$ cat src/nes_pad_pkg.sv
package nes_pad_pkg;

	////////////////////
	// Pad waveform timing
	////////////////////

	// clk_50M cycles in one microsecond
	localparam logic [5:0] CYCLES_PER_US = 6'd50;
	// Latch pulse width, 12 us
	localparam logic [9:0] LATCH_CYCLES = 10'd600;
	// One pulse phase, low or high, 6 us
	localparam logic [8:0] HALF_BIT_CYCLES = 9'd300;
	// Bits shifted out of one pad
	localparam int NUM_BUTTONS = 8;

	////////////////////
	// Encodings
	////////////////////

	// APB byte offsets
	typedef enum logic [7:0] {
		REG_CTRL    = 8'h00,
		REG_PERIOD  = 8'h04,
		REG_MASK    = 8'h08,
		REG_BUTTONS = 8'h0C,
		REG_PRESSED = 8'h10,
		REG_FRAMES  = 8'h14
	} pad_reg_e;

	// Reader FSM
	typedef enum logic [1:0] {
		RD_IDLE,
		RD_LATCH,
		RD_PULSE_LOW,
		RD_PULSE_HIGH
	} reader_state_e;

	////////////////////
	// Bundles
	////////////////////

	typedef struct packed {
		logic        psel;
		logic        penable;
		logic        pwrite;
		logic [7:0]  paddr;
		logic [31:0] pwdata;
	} apb_req_t;

	typedef struct packed {
		logic [31:0] prdata;
		logic        pready;
		logic        pslverr;
	} apb_rsp_t;

	// Start is a single-cycle strobe
	typedef struct packed {
		logic        enable;
		logic        start;
		logic [15:0] period_us;
	} pad_cfg_t;

	// Buttons only meaningful while valid is high
	typedef struct packed {
		logic                   valid;
		logic [NUM_BUTTONS-1:0] buttons;
	} pad_frame_t;

	typedef struct packed {
		logic [NUM_BUTTONS-1:0] buttons;
		logic [NUM_BUTTONS-1:0] pressed;
		logic [15:0]            frame_count;
	} pad_status_t;

endpackage

$ cat src/nes_pad_reader.sv
module nes_pad_reader (
	input  logic                    clk_50M,
	input  logic                    rst,
	input  nes_pad_pkg::pad_cfg_t   cfg,
	input  logic                    pad_data,
	output logic                    pad_latch,
	output logic                    pad_pulse,
	output nes_pad_pkg::pad_frame_t frame
);
	import nes_pad_pkg::*;

	// Poll timer
	logic [5:0]  us_cnt;
	logic [15:0] period_cnt;
	logic        us_tick;
	logic        poll_req;
	logic        frame_req;
	logic        pending;

	// Waveform FSM
	reader_state_e state;
	reader_state_e state_next;
	logic [9:0]    phase;
	logic          phase_done;
	logic [2:0]    bit_idx;
	logic          frame_start;
	logic          frame_end;
	logic          pulse_fall;
	logic          valid_q;

	// Serial sampling
	logic [1:0]             data_sync;
	logic [NUM_BUTTONS-1:0] shift;

	////////////////////
	// Poll timer
	////////////////////

	// Microsecond prescaler, idle while disabled
	assign us_tick = cfg.enable && (us_cnt == CYCLES_PER_US - 6'd1);

	always_ff @(posedge clk_50M)
	begin
		if (rst || !cfg.enable)
			us_cnt <= '0;
		else if (us_tick)
			us_cnt <= '0;
		else
			us_cnt <= us_cnt + 6'd1;
	end

	// Request at the last microsecond of each period
	// Period 0 means no periodic polling
	assign poll_req = us_tick && (cfg.period_us != 16'd0)
		&& (period_cnt >= cfg.period_us - 16'd1);

	always_ff @(posedge clk_50M)
	begin
		if (rst || !cfg.enable || cfg.period_us == 16'd0)
			period_cnt <= '0;
		else if (poll_req)
			period_cnt <= '0;
		else if (us_tick)
			period_cnt <= period_cnt + 16'd1;
	end

	// Timer or software trigger
	assign frame_req = cfg.start || poll_req;
	assign frame_start = (state == RD_IDLE) && (frame_req || pending);

	// Hold a request that lands mid-frame
	always_ff @(posedge clk_50M)
	begin
		if (rst)
			pending <= 1'b0;
		else if (frame_start)
			pending <= 1'b0;
		else if (frame_req)
			pending <= 1'b1;
	end

	////////////////////
	// Latch / pulse FSM
	////////////////////

	always_comb
	begin
		unique case (state)
			RD_LATCH:      phase_done = (phase == LATCH_CYCLES - 10'd1);
			RD_PULSE_LOW:  phase_done = (phase == {1'b0, HALF_BIT_CYCLES - 9'd1});
			RD_PULSE_HIGH: phase_done = (phase == {1'b0, HALF_BIT_CYCLES - 9'd1});
			default:       phase_done = 1'b0;
		endcase
	end

	always_comb
	begin
		state_next = state;
		unique case (state)
			RD_IDLE:
				if (frame_start)
					state_next = RD_LATCH;
			RD_LATCH:
				if (phase_done)
					state_next = RD_PULSE_LOW;
			RD_PULSE_LOW:
				if (phase_done)
					state_next = RD_PULSE_HIGH;
			RD_PULSE_HIGH:
				if (phase_done)
				begin
					// Last slot closes the frame
					if (bit_idx == 3'(NUM_BUTTONS - 1))
						state_next = RD_IDLE;
					else
						state_next = RD_PULSE_LOW;
				end
			default:
				state_next = RD_IDLE;
		endcase
	end

	// Falling pulse edge opens a bit slot
	assign pulse_fall = (state_next == RD_PULSE_LOW) && (state != RD_PULSE_LOW);
	assign frame_end = (state == RD_PULSE_HIGH) && (state_next == RD_IDLE);

	always_ff @(posedge clk_50M)
	begin
		if (rst)
		begin
			state <= RD_IDLE;
			phase <= '0;
			bit_idx <= '0;
			pad_latch <= 1'b0;
			pad_pulse <= 1'b1;
			valid_q <= 1'b0;
		end
		else
		begin
			state <= state_next;
			// Pins registered from next state, glitch free
			pad_latch <= (state_next == RD_LATCH);
			pad_pulse <= (state_next != RD_PULSE_LOW);
			// Lands 5400 cycles after first latch cycle
			valid_q <= frame_end;
			// Phase restarts on each state change
			if (state_next != state || state == RD_IDLE)
				phase <= '0;
			else
				phase <= phase + 10'd1;
			if (state == RD_LATCH)
				bit_idx <= '0;
			else if (state == RD_PULSE_HIGH && phase_done)
				bit_idx <= bit_idx + 3'd1;
		end
	end

	////////////////////
	// Serial capture
	////////////////////

	// Two-flop synchronizer, pad data is async
	always_ff @(posedge clk_50M)
	begin
		data_sync <= {data_sync[0], pad_data};
	end

	// Active-low data, A arrives first and ends in bit 7
	always_ff @(posedge clk_50M)
	begin
		if (pulse_fall)
			shift <= {shift[NUM_BUTTONS-2:0], ~data_sync[1]};
	end

	assign frame.valid = valid_q;
	assign frame.buttons = shift;

endmodule

$ cat src/nes_pad_sub.sv
module nes_pad_sub (
	input  logic                  clk_50M,
	input  logic                  rst,
	input  nes_pad_pkg::apb_req_t apb_req,
	input  logic                  pad_data,
	output nes_pad_pkg::apb_rsp_t apb_rsp,
	output logic                  pad_latch,
	output logic                  pad_pulse,
	output logic                  irq
);
	import nes_pad_pkg::*;

	// Between blocks
	pad_cfg_t    cfg;
	pad_frame_t  frame;
	pad_status_t status;
	logic [7:0]  clear_mask;
	logic [7:0]  irq_mask;

	// APB registers
	pad_regs i_pad_regs (
		.clk_50M    (clk_50M),
		.rst        (rst),
		.apb_req    (apb_req),
		.status     (status),
		.apb_rsp    (apb_rsp),
		.cfg        (cfg),
		.clear_mask (clear_mask),
		.irq_mask   (irq_mask)
	);

	// Serial link to the pad
	nes_pad_reader i_nes_pad_reader (
		.clk_50M   (clk_50M),
		.rst       (rst),
		.cfg       (cfg),
		.pad_data  (pad_data),
		.pad_latch (pad_latch),
		.pad_pulse (pad_pulse),
		.frame     (frame)
	);

	// Press flags, frame count, interrupt
	pad_events i_pad_events (
		.clk_50M    (clk_50M),
		.rst        (rst),
		.frame      (frame),
		.clear_mask (clear_mask),
		.irq_mask   (irq_mask),
		.status     (status),
		.irq        (irq)
	);

endmodule

$ cat src/pad_events.sv
module pad_events (
	input  logic                     clk_50M,
	input  logic                     rst,
	input  nes_pad_pkg::pad_frame_t  frame,
	input  logic [7:0]               clear_mask,
	input  logic [7:0]               irq_mask,
	output nes_pad_pkg::pad_status_t status,
	output logic                     irq
);
	import nes_pad_pkg::*;

	logic [NUM_BUTTONS-1:0] new_press;
	logic [NUM_BUTTONS-1:0] pressed_next;

	////////////////////
	// Press detection
	////////////////////

	// Rising edges against the previous frame
	assign new_press = frame.valid ? (frame.buttons & ~status.buttons) : '0;

	// W1C clear first, then set, so a new press survives a clear
	assign pressed_next = (status.pressed & ~clear_mask) | new_press;

	////////////////////
	// Status and interrupt
	////////////////////

	always_ff @(posedge clk_50M)
	begin
		if (rst)
		begin
			status <= '0;
			irq <= 1'b0;
		end
		else
		begin
			status.pressed <= pressed_next;
			// New frame replaces the button image
			if (frame.valid)
			begin
				status.buttons <= frame.buttons;
				// Wraps at 16 bits
				status.frame_count <= status.frame_count + 16'd1;
			end
			// Follows the sticky flags one cycle later
			irq <= |(status.pressed & irq_mask);
		end
	end

endmodule

$ cat src/pad_regs.sv
module pad_regs (
	input  logic                     clk_50M,
	input  logic                     rst,
	input  nes_pad_pkg::apb_req_t    apb_req,
	input  nes_pad_pkg::pad_status_t status,
	output nes_pad_pkg::apb_rsp_t    apb_rsp,
	output nes_pad_pkg::pad_cfg_t    cfg,
	output logic [7:0]               clear_mask,
	output logic [7:0]               irq_mask
);
	import nes_pad_pkg::*;

	pad_reg_e    reg_addr;
	logic        access;
	logic        wr_en;
	logic        mapped;
	logic [31:0] rdata;

	// Configuration
	logic        enable_q;
	logic [15:0] period_q;
	logic [7:0]  mask_q;

	// Single-cycle strobes
	logic        start_q;
	logic [7:0]  clear_q;

	////////////////////
	// APB decode
	////////////////////

	assign reg_addr = pad_reg_e'(apb_req.paddr);

	// Access phase, no wait states
	assign access = apb_req.psel && apb_req.penable;
	assign wr_en = access && apb_req.pwrite;

	// Read mux and address check
	always_comb
	begin
		mapped = 1'b1;
		rdata = '0;
		case (reg_addr)
			// Start bit never reads back
			REG_CTRL:    rdata = {31'd0, enable_q};
			REG_PERIOD:  rdata = {16'd0, period_q};
			REG_MASK:    rdata = {24'd0, mask_q};
			REG_BUTTONS: rdata = {24'd0, status.buttons};
			REG_PRESSED: rdata = {24'd0, status.pressed};
			REG_FRAMES:  rdata = {16'd0, status.frame_count};
			default:     mapped = 1'b0;
		endcase
	end

	////////////////////
	// Register writes
	////////////////////

	always_ff @(posedge clk_50M)
	begin
		if (rst)
		begin
			enable_q <= 1'b0;
			period_q <= '0;
			mask_q <= '0;
			start_q <= 1'b0;
			clear_q <= '0;
		end
		else
		begin
			// Strobes last one cycle
			start_q <= 1'b0;
			clear_q <= '0;
			if (wr_en && mapped)
			begin
				case (reg_addr)
					REG_CTRL:
					begin
						enable_q <= apb_req.pwdata[0];
						start_q <= apb_req.pwdata[1];
					end
					REG_PERIOD:
						period_q <= apb_req.pwdata[15:0];
					REG_MASK:
						mask_q <= apb_req.pwdata[7:0];
					// Write 1 to clear
					REG_PRESSED:
						clear_q <= apb_req.pwdata[7:0];
					// Buttons and frames are read only
					default:
						;
				endcase
			end
		end
	end

	////////////////////
	// Outputs
	////////////////////

	assign cfg.enable = enable_q;
	assign cfg.start = start_q;
	assign cfg.period_us = period_q;

	assign clear_mask = clear_q;
	assign irq_mask = mask_q;

	assign apb_rsp.prdata = rdata;
	assign apb_rsp.pready = 1'b1;
	// Error only in the access phase
	assign apb_rsp.pslverr = access && !mapped;

endmodule

$ cat config.mk
export PLATFORM = sky130hd
export DESIGN_NAME = nes_pad_sub
export DESIGN_NICKNAME = d
export VERILOG_FILES = /design/src/nes_pad_pkg.sv /design/src/nes_pad_reader.sv /design/src/nes_pad_sub.sv /design/src/pad_events.sv /design/src/pad_regs.sv
export SDC_FILE = /design/constraint.sdc
export NUM_CORES = 1
export LEC_CHECK = 0
export ABC_AREA = 1
export BUFFER_PORTS_ARGS = -buffer_cell sky130_fd_sc_hd__buf_2
export CAP_MARGIN = 25
export CELL_PAD_IN_SITES_DETAIL_PLACEMENT = 1
export CELL_PAD_IN_SITES_GLOBAL_PLACEMENT = 1
export CORE_AREA = 3 3 145 147
export CTS_CLUSTER_DIAMETER = 100
export CTS_CLUSTER_SIZE = 28
export DETAILED_ROUTE_END_ITERATION = 10
export DIE_AREA = 0 0 148 150
export PLACE_DENSITY = 0.71
export SETUP_SLACK_MARGIN = 0.02
export SLEW_MARGIN = 20
export SYNTH_ARGS = -nofsm -noshare
export SYNTH_HDL_FRONTEND = slang
export SYNTH_SLANG_ARGS = --single-unit
export TNS_END_PERCENT = 50
$ cat constraint.sdc
create_clock -name clk_50M -period 5.72 [get_ports clk_50M]
set_input_delay 0.286 -clock clk_50M [delete_from_list [all_inputs] [get_ports clk_50M]]
set_output_delay 0.286 -clock clk_50M [all_outputs]
set_load 0.01 [all_outputs]
=== Word-level counts from Yosys, hierarchy flattened ===
Index checks and enable logic that the tools add are counted.

* Bits in registers: 118
* Logic and storage cells: 100
* Output and inout port bits: 37
* Input bits: 46

* Order comparisons: 1
* Equal/unequal tests: 17
* Add/sub/neg operators: 6
* Bitwise gates (word level): 10
* Reductions and logical operators: 36
* Muxes and demuxes: 10

{| class="wikitable"
|+ Operators by type and width
! kind !! count
|-
| $pmux W16 S6 || 1
|-
| $add A16 B1 Y16 const B || 2
|-
| $and A8 B8 Y8 || 3
|-
| $eq A8 B4 Y1 const B || 2
|-
| $eq A8 B5 Y1 const B || 2
|-
| $ge A16 B16 Y1 || 1
|-
| $logic_not A16 Y1 || 1
|-
| $not A8 Y8 || 2
|-
| $reduce_bool A16 Y1 || 1
|-
| $sub A16 B1 Y16 const B || 1
|-
| $reduce_or A2 Y1 || 6
|-
| $logic_and A1 B1 Y1 || 11
|-
| $add A10 B1 Y10 const B || 1
|-
| $eq A10 B10 Y1 const B || 1
|-
| $eq A10 B9 Y1 const B || 1
|-
| $mux W2 || 5
|-
| $eq A8 B3 Y1 const B || 1
|-
| $logic_not A8 Y1 || 1
|-
| $mux W8 || 1
|-
| $or A8 B8 Y8 || 1
|-
| $pmux W2 S4 || 1
|-
| $reduce_or A8 Y1 || 1
|-
| $add A6 B1 Y6 const B || 1
|-
| $eq A2 B2 Y1 const B || 3
|-
| other kinds (15) || 29
|}

=== Logic depth before layout (Yosys ltp) ===
Gate-level depths: netlist (run 1).

* Depth in word-level cells: 12
* Gate-level depth with buffers: 21
* Mapped depth without buffers: 21

=== By module ===
Synthesis (run 1) repeated with hierarchy kept, for this count alone.

* Cell total of the unflattened synthesis: 866
* Area total of the unflattened synthesis: 6348.6 sq um

{| class="wikitable"
|+ By module, submodules not included
! module !! times used !! cells an instance !! area each (sq um) !! sequential area each (sq um)
|-
| nes_pad_reader || 1 || 370 || 2917.8 || 1101.1
|-
| pad_regs || 1 || 304 || 1990.7 || 680.7
|-
| pad_events || 1 || 192 || 1440.1 || 660.6
|}

=== Worst setup path before layout (run 1) ===
No wires, ideal clock.

* Path kind: register -> register
* Start: register i_pad_regs.period_q[0]
* End: register i_nes_pad_reader.shift[0], enable pin
* Buffers on the path: 0
* Slack: 2.320 ns
* Library setup time: 0.383 ns
* Cell stages (with the launch flop): 20
* Clock period less this slack: 3.400 ns
* Data required time: 5.337 ns
* Arrival time: 3.017 ns
* Cell sequence: dfxtp_1 inv_1 ha_1 nand2_1 nor2_1 nand2_1 nor4_1 nand2_1 xor2_1 inv_1 ha_1 nand2_1 o21ai_0 a21oi_1 nand2_1 nand2_1 nand2_1 nand2_1 nand2_1 nor3_1

* Cells in the longest elaborated chain, start to end: 10
* Elaborated cells on any way between the ends: 12
* Those cells by class: add/sub: 1; order compare: 1; eq/ne: 1; mux: 2; reduce/logical: 7

{| class="wikitable"
|+ RTL lines
! what !! RTL line !! RTL
|-
| start, declared || pad_regs.sv:21 || <nowiki>logic [15:0] period_q;</nowiki>
|-
| start signal, assigned || pad_regs.sv:83 || <nowiki>period_q <= apb_req.pwdata[15:0];</nowiki>
|-
| $sub A16 B1 Y16 / $reduce_bool A16 Y1 (equally long branches) || nes_pad_reader.sv:55, nes_pad_reader.sv:54 ||
|-
| $ge A16 B16 Y1 / $logic_and A1 B1 Y1 (equally long branches) || nes_pad_reader.sv:55, nes_pad_reader.sv:54 ||
|-
| $logic_and A1 B1 Y1 * || nes_pad_reader.sv:55 || <nowiki>&& (period_cnt >= cfg.period_us - 16'd1);</nowiki>
|-
| $logic_or A1 B1 Y1 * || nes_pad_reader.sv:68 || <nowiki>assign frame_req = cfg.start || poll_req;</nowiki>
|-
| $logic_or A1 B1 Y1 * || nes_pad_reader.sv:69 || <nowiki>assign frame_start = (state == RD_IDLE) && (frame_req || pending);</nowiki>
|-
| $logic_and A1 B1 Y1 * || nes_pad_reader.sv:69 ||
|-
| $mux W2 * || nes_pad_reader.sv:101 || <nowiki>if (frame_start)</nowiki>
|-
| $pmux W2 S4 * || nes_pad_reader.sv:99 || <nowiki>unique case (state)</nowiki>
|-
| $eq A2 B2 Y1 * || nes_pad_reader.sv:124 || <nowiki>assign pulse_fall = (state_next == RD_PULSE_LOW) && (state != RD_PULSE_LOW);</nowiki>
|-
| $logic_and A1 B1 Y1 * || nes_pad_reader.sv:124 ||
|-
| named net i_nes_pad_reader.pulse_fall || nes_pad_reader.sv:28 || <nowiki>logic pulse_fall;</nowiki>
|-
| end signal, assigned || nes_pad_reader.sv:172 || <nowiki>shift <= {shift[NUM_BUTTONS-2:0], ~data_sync[1]};</nowiki>
|-
| end, declared || nes_pad_reader.sv:33 || <nowiki>logic [NUM_BUTTONS-1:0] shift;</nowiki>
|}

Mark *: on every way through the listed nets, which the timed path passes. The rest lies on a longest branch.
A chain may end at the register's enable or synchronous reset.

=== Final worst setup path (run 1) ===
* Start: register i_pad_regs.period_q[0]
* End: register i_nes_pad_reader.shift[6], enable pin

The elaborated chain is that of the path after synthesis.

==> flow_metrics.env, run 1 <==
export IMPL_nets=927
export IMPL_finalCriticalPeriod_ns=3.89
export IMPL_rr_startpoint="i_pad_regs.period_q[0]"
export IMPL_cts_tree="done"
export IMPL_clk_pin_slew_ns=0.05
export IMPL_num_rows=52
export IMPL_ys_seq_area_share_pct=41.4
export IMPL_arrival_ns=3.94
export IMPL_yosys_area_share_simple_pct=29.1
export IMPL_grt_antenna_before_repair=0
export IMPL_hold_violations=0
export IMPL_viasPerCell=4.56
export IMPL_h_tree_depth=4
export IMPL_min_path_type="in2reg"
export IMPL_maxCapViolCount=0
export IMPL_r2r_end="i_nes_pad_reader.shift[6]"
export IMPL_synth_adder_area_share_pct=5.09
export IMPL_cts_made_buffers=17
export IMPL_drt_initial_drc_count=212
export IMPL_cts_path_max_buffers=2
export IMPL_dp_slack_ns=1.44
export IMPL_synth_top_family_by_area="simple AND/OR/NAND/NOR gates"
export IMPL_drtPass1Iterations=4
export IMPL_cts_resized=0
export IMPL_drive_gt1_share_pct=12.0
export IMPL_yosys_warnings=0
export IMPL_n_antenna_cell=0
export IMPL_grt_usage_pct=14.4
export IMPL_chipHeight_um=150
export IMPL_core_area_sq_um=20000
export IMPL_cts_sinks=118
export IMPL_wirelength_um=15300
export IMPL_die_w_um=148
export IMPL_tightestPinTransition_ns=0.681
export IMPL_gr_total_overflow=0
export IMPL_synth_ff_type="dfxtp_1"
export IMPL_reg2reg_depth=19
export IMPL_wl_per_cell_um=13.4
export IMPL_portBuffers=49
export IMPL_grt_pass1_wl_um=25600
export IMPL_layout_area_overhead_vs_synth_pct=17.7
export IMPL_vias=5193
export IMPL_netlist_area_sq_um=5900
export IMPL_setup_slack_ns=1.83
export IMPL_hpwl_um=11400
export IMPL_cts_setup_buffers=0
export IMPL_hold_depth=3
export IMPL_clock_skew_ns=0.00754
export IMPL_ys_ff_latch=118
export IMPL_slew_headroom_pct=54.2
export IMPL_ant_nets=0
export IMPL_peakVddDrop_mv=0.216
export IMPL_worstPathMaxFanout=8
export IMPL_fmax_mhz=257
export IMPL_gp_congestion=0.765
export IMPL_critPathRequiredTime_ns=5.77
export IMPL_synth_edf_count=8
export IMPL_synth_compound_area_share_pct=9.40
export IMPL_leakage_uw=0.00308
export IMPL_drc=0
export IMPL_endpoint_kind="register"
export IMPL_status="finished clean"
export IMPL_synth_mux_area_share_pct=0
export IMPL_syn_avg_cell_area_sq_um=7.33
export IMPL_hold_path_endpoint="i_pad_regs.period_q[8]"
export IMPL_reg2reg_slack_ns=1.83
export IMPL_synth_cells=805
export IMPL_hold_buffers=1
export IMPL_initial_core_util_pct=29.4
export IMPL_async_reset_ff_share_pct=0
export IMPL_grt_pass1_vias=5258
export IMPL_rsz0062_at_grt="no"
export IMPL_slew_violations=0
export IMPL_crit_type="reg2reg"
export IMPL_cts_root_buf="clkbuf_16"
export IMPL_clk_insertion_delay_late_ns=0.41
export IMPL_crit_path_start_kind="register"
export IMPL_setup_viol_count_final=0
export IMPL_ys_types=39
export IMPL_ios=83
export IMPL_dieArea_sq_um=22200
export IMPL_powerDensity_nw_per_um2=275
export IMPL_synthXorXnorAreaFrac_pct=4.90
export IMPL_fin_crit_sh_pct=68.0
export IMPL_grt_max_degree=41
export IMPL_tns_ns=0
export IMPL_hp_start="apb_req[8]"
cell type report:
class	instances	area [sq um]
Fill cell	2556	13100
Clock inverter	10	96.3
Sequential cell	118	2440
Clock buffer	22	484
Inverter	105	394
Tap cell	270	338
Multi-Input combinational cell	564	2930
Timing Repair Buffer	51	263
routing by layer:
metal  track usage, %  wire (um)
met5                0          0
met3             2.63        347
met2             25.7       7600
met4             4.57        178
met1             17.5       7120
per-stage QoR:
step | cells | hold slack, ns | utilization (%) | power, uW | instance area, sq um
after floorplan | 820 | 0.310 | - | 878 | 5960
after global placement | 1107 | 0.313 | 31.7 | 887 | 6350
after detailed placement | 1107 | 0.316 | 31.7 | 888 | 6350
after CTS | 1140 | 0.0891 | 34.6 | 1930 | 6940
after global routing | 1140 | 0.103 | 34.7 | 1980 | 6940
final | 1140 | 0.101 | 34.7 | 1910 | 6940
cell families (layout without fill, tap and decap cells):
group                      count (synthesis)  count (layout)
other                                      2              17
and+or+nand+nor                          396             396
adders and majority gates                 24              24
xor gates and xnor gates                  33              33
AOI/OAI and AO/OA                         94              94
buffers and inverters                    138             188
DFF                                      118             118
worst max path at each step:
stage	start	endpoint	slack, ns	cells after the start
2_1_floorplan	i_pad_regs.period_q[0]	i_nes_pad_reader.shift[0]	2.32	19
3_3_place_gp	i_pad_regs.period_q[0]	i_nes_pad_reader.shift[7]	1.50	19
3_5_place_dp	i_pad_regs.period_q[0]	i_nes_pad_reader.shift[7]	1.44	19
4_1_cts	i_pad_regs.period_q[0]	i_nes_pad_reader.shift[5]	1.40	19
5_1_grt	i_pad_regs.period_q[0]	i_nes_pad_reader.shift[7]	1.40	19
6_report	i_pad_regs.period_q[0]	i_nes_pad_reader.shift[6]	1.83	19
critical path: stages (launching register included):
cell and delay (ns):
dfxtp_1 0.31, inv_1 0.14, ha_1 0.24, nand2_1 0.11, nor2_1 0.28, nand2_1 0.11, nor4_1 0.39, nand2_1 0.13
xor2_1 0.15, inv_1 0.06, ha_1 0.26, nand2_1 0.10, o21ai_0 0.10, a21oi_1 0.16, nand2_1 0.07, nand2_1 0.18
nand2_1 0.08, nand2_1 0.06, nand2_1 0.10, nor3_2 0.50
power breakdown:
group	total [uW]	leakage (uW)	switching, uW	internal [uW]
clock network	1040	0.000271	393	644
registers	831	0.000958	0.161	831
logic	39.9	0.00186	28.5	11.4
total	1910	0.00308	421	1490
cell usage after synthesis (10+ instances only):
cell / n / area share (%)
dfxtp_1: 110 / 37
nand4_1: 13 / 1.4
inv_2: 10 / 0.64
ha_1: 24 / 5.1
o21ai_0: 20 / 1.7
inv_1: 95 / 6.0
nor3_1: 19 / 1.6
nor2_1: 143 / 9.1
clkbuf_1: 12 / 0.76
nand2_1: 159 / 10
nand3_1: 31 / 2.6
o22ai_1: 11 / 1.2
buf_4: 17 / 2.2
a21oi_1: 39 / 3.3
xor2_1: 26 / 3.9
registers in the layout (all words and copies together) (netlist names):
name                         count
i_pad_regs.period_q             16
i_nes_pad_reader.data_sync       2
i_pad_regs.clear_mask            8
i_nes_pad_reader.pad_latch       1
i_nes_pad_reader.pending         1
i_pad_regs.start_q               1
i_nes_pad_reader.valid_q         1
i_nes_pad_reader.bit_idx         3
i_pad_regs.enable_q              1
i_nes_pad_reader.phase          10
i_pad_events.irq                 1
i_pad_events.status             32
i_nes_pad_reader.period_cnt     16
i_nes_pad_reader.us_cnt          6
i_nes_pad_reader.pad_pulse       1
i_nes_pad_reader.state           2
i_nes_pad_reader.shift           8
i_pad_regs.irq_mask              8
placed cells by master, fill, tap and decap left out, drive strengths merged, types with 7 or more instances in the layout:
master	n
a21oi	39
a221oi	9
buf	50
clkbuf	22
conb	17
dfxtp	110
edfxtp	8
ha	24
inv	107
nand2	160
nand3	35
nand4	13
nor2	147
nor3	20
nor4	10
o21ai	24
o22ai	11
xnor2	7
xor2	26
No activity file was read; power rests on OpenSTA's default activity.
==> run 2: changes to the inputs <==
==> constraint.sdc (replaced) <==
create_clock -name clk_50M -period 3.6 [get_ports clk_50M]
set_input_delay 0.18 -clock clk_50M [delete_from_list [all_inputs] [get_ports clk_50M]]
set_output_delay 0.18 -clock clk_50M [all_outputs]
set_load 0.01 [all_outputs]
==> run 2 against run 1 <==
Critical path depth increased by 1. Register-to-register slack got worse by 1.5 ns. Utilization rose by 0.98 points. Setup slack got worse by 1.5 ns. Wire length rose by 1.0%. Die area unchanged. Sequential share of layout area fell by 0.97 points. First-iteration DRC count shrank 20%. Count of clock-buffer cells in the layout fell by 4. Cell count increased by 1.7%. Final area increased by 2.8%. Critical endpoint is now i_nes_pad_reader.shift[4]. Highest routed layer unchanged.
==> flow_metrics.env, run 2 (synthesis gave the netlist of run 1 again) <==
export IMPL_cts_made_buffers=17
export IMPL_clk_pin_slew_ns=0.06
export IMPL_hp_start="apb_req[6]"
export IMPL_core_area_sq_um=20000
export IMPL_regMostFlops="i_pad_events.status"
export IMPL_peakVddDrop_mv=0.361
export IMPL_n_antenna_cell=0
export IMPL_crit_path_start_kind="register"
export IMPL_status="finished clean"
export IMPL_place_inst=1114
export IMPL_wl_per_cell_um=13.3
export IMPL_maxCapViolCount=0
export IMPL_max_stage_delay_ns=0.33
export IMPL_worst_path_buf_inv=4
export IMPL_grt_pass1_wl_um=25900
export IMPL_fin_crit_sh_pct=90.2
export IMPL_critPathRequiredTime_ns=3.74
export IMPL_cts_setup_buffers=0
export IMPL_worstPathMaxFanout=8
export IMPL_clk_insertion_delay_late_ns=0.43
export IMPL_largest_reg_flops=32
export IMPL_crit_top_cell="nand2_1"
export IMPL_reg2reg_slack_ns=0.35
export IMPL_cts_path_max_buffers=2
export IMPL_portBuffers=49
export IMPL_die_w_um=148
export IMPL_fill_cells=2544
export IMPL_final_cell_mix="nand2_1, nor2_1, dfxtp_1"
export IMPL_grt_max_degree=33
export IMPL_grt_pass1_vias=5227
export IMPL_layout_area_overhead_vs_synth_pct=21.0
export IMPL_arrival_ns=3.39
export IMPL_slew_headroom_pct=48.9
export IMPL_vias=5223
export IMPL_r2r_end="i_nes_pad_reader.shift[4]"
export IMPL_final_common_cell="nand2_1"
export IMPL_chipHeight_um=150
export IMPL_rr_startpoint="i_pad_regs.period_q[0]"
export IMPL_hold_path_endpoint="i_pad_regs.period_q[6]"
export IMPL_ios=83
export IMPL_min_path_type="in2reg"
export IMPL_hold_depth=3
export IMPL_cp_slowest_cell="dfxtp_1"
export IMPL_crit_type="reg2reg"
export IMPL_h_tree_depth=4
export IMPL_cpLargestDelayFamily="simple AND/OR/NAND/NOR gates"
export IMPL_hpwl_um=11600
export IMPL_cts_tree="done"
export IMPL_clock_skew_ns=0.00677
export IMPL_tightestPinTransition_ns=0.760
export IMPL_reg2reg_depth=20
export IMPL_cp_cell_sequence="inv_1 -> ha_2 -> nand2_1 -> nor2_1 -> nand2_1 -> nor4_2 -> buf_4 -> xor2_1 -> inv_1 -> ha_1 -> nand2_1 -> nor2_1 -> a21oi_1 -> nand2_1 -> nand2_2 -> nand2_1 -> nand2_1 -> nand2_1 -> nor3_2 -> buf_4"
export IMPL_tns_ns=0
export IMPL_fmax_mhz=308
export IMPL_gp_congestion=0.774
export IMPL_rsz0062_at_grt="no"
export IMPL_top_regs="i_pad_events.status x32, i_nes_pad_reader.period_cnt x16, i_pad_regs.period_q x16"
export IMPL_hold_violations=0
export IMPL_drive_gt1_share_pct=13.0
export IMPL_leakage_uw=0.00317
export IMPL_slew_violations=0
export IMPL_setup_viol_count_final=0
export IMPL_nets=946
export IMPL_gr_total_overflow=0
export IMPL_dieArea_sq_um=22200
export IMPL_ant_nets=0
export IMPL_wirelength_um=15400
export IMPL_num_rows=52
export IMPL_viasPerCell=4.51
export IMPL_grt_usage_pct=14.6
export IMPL_drc=0
export IMPL_grt_antenna_before_repair=0
export IMPL_cts_root_buf="clkbuf_16"
export IMPL_initial_core_util_pct=29.4
export IMPL_drt_initial_drc_count=170
export IMPL_finalCriticalPeriod_ns=3.25
export IMPL_final_cells=1159
export IMPL_powerDensity_nw_per_um2=430
export IMPL_drtPass1Iterations=6
export IMPL_endpoint_kind="register"
export IMPL_cts_sinks=118
==> run 2: cell types whose count changed in the layout (fill, tap and decap cells not counted), moves of 2 or more <==
| cell | before | now |
|---|---|---|
| nor2_1 | 143 | 140 |
| nor2_2 | 4 | 6 |
| clkbuf_8 | 4 | 0 |
| dlygate4sd3_1 | 1 | 13 |
| buf_4 | 1 | 8 |
| inv_6 | 1 | 4 |
==> run 2: worst max path at each step <==
stage / start / end / slack (ns) / cells past startpoint
5_1_grt: i_pad_regs.period_q[0] / i_nes_pad_reader.shift[3] / 0.03 / 20
6_report: i_pad_regs.period_q[0] / i_nes_pad_reader.shift[4] / 0.35 / 20
3_5_place_dp: i_pad_regs.period_q[2] / i_nes_pad_reader.shift[7] / 0.13 / 19
2_1_floorplan: i_pad_regs.period_q[0] / i_nes_pad_reader.shift[0] / 0.20 / 19
4_1_cts: i_pad_regs.period_q[2] / i_nes_pad_reader.shift[3] / 0.1 / 19
3_3_place_gp: i_pad_regs.period_q[2] / i_nes_pad_reader.shift[7] / 0.21 / 19
==> run 2: area by class of cell <==
type | instances | area, sq um | share of cell area (%)
tap | 270 | 338 | 4.73
inverter | 105 | 394 | 5.52
sequential | 118 | 2440 | 34.2
clock buffer | 18 | 429 | 6.01
clock inverter | 14 | 151 | 2.12
multi-input combinational | 564 | 2950 | 41.3
timing repair buffer | 70 | 435 | 6.10
==> run 2: routing by layer <==
metal / global-route usage, % / part of all wire [%]
met5: 0 / 0
met4: 5.17 / 1.4
met3: 3.24 / 2.9
met2: 24.7 / 49
met1: 18.3 / 47
==> run 2: metrics by stage <==
stage	worst slack, ns	hold slack (ns)	total power [uW]	cell area, sq um	util (%)
after floorplan	0.200	0.208	1400	5960	-
after global placement	0.212	0.283	1410	6400	31.9
after detailed placement	0.129	0.284	1410	6400	31.9
after CTS	0.0992	0.00711	3120	7110	35.5
after global routing	0.0321	0.0169	3190	7140	35.6
final	0.351	0.0213	3070	7140	35.6
==> run 2: timing repair <==
item / 4_1_cts / 5_1_grt
hold endpoints to repair: 13 / 0
setup endpoints to repair: 0 / 18
gates resized for setup: 0 / 8
hold buffers: 13 / 0
==> run 2: tightest hold or removal path: cells and delay by family <==
family | cells | cell delay, ns
buffers and inverters | 1 | 0.10
and+or+nand+nor | 2 | 0.12
==> run 2: power by group <==
group	switching [uW]	internal [uW]	total, uW
combinational	47.2	26.6	73.9
clock	656	1020	1680
sequential	0.239	1320	1320
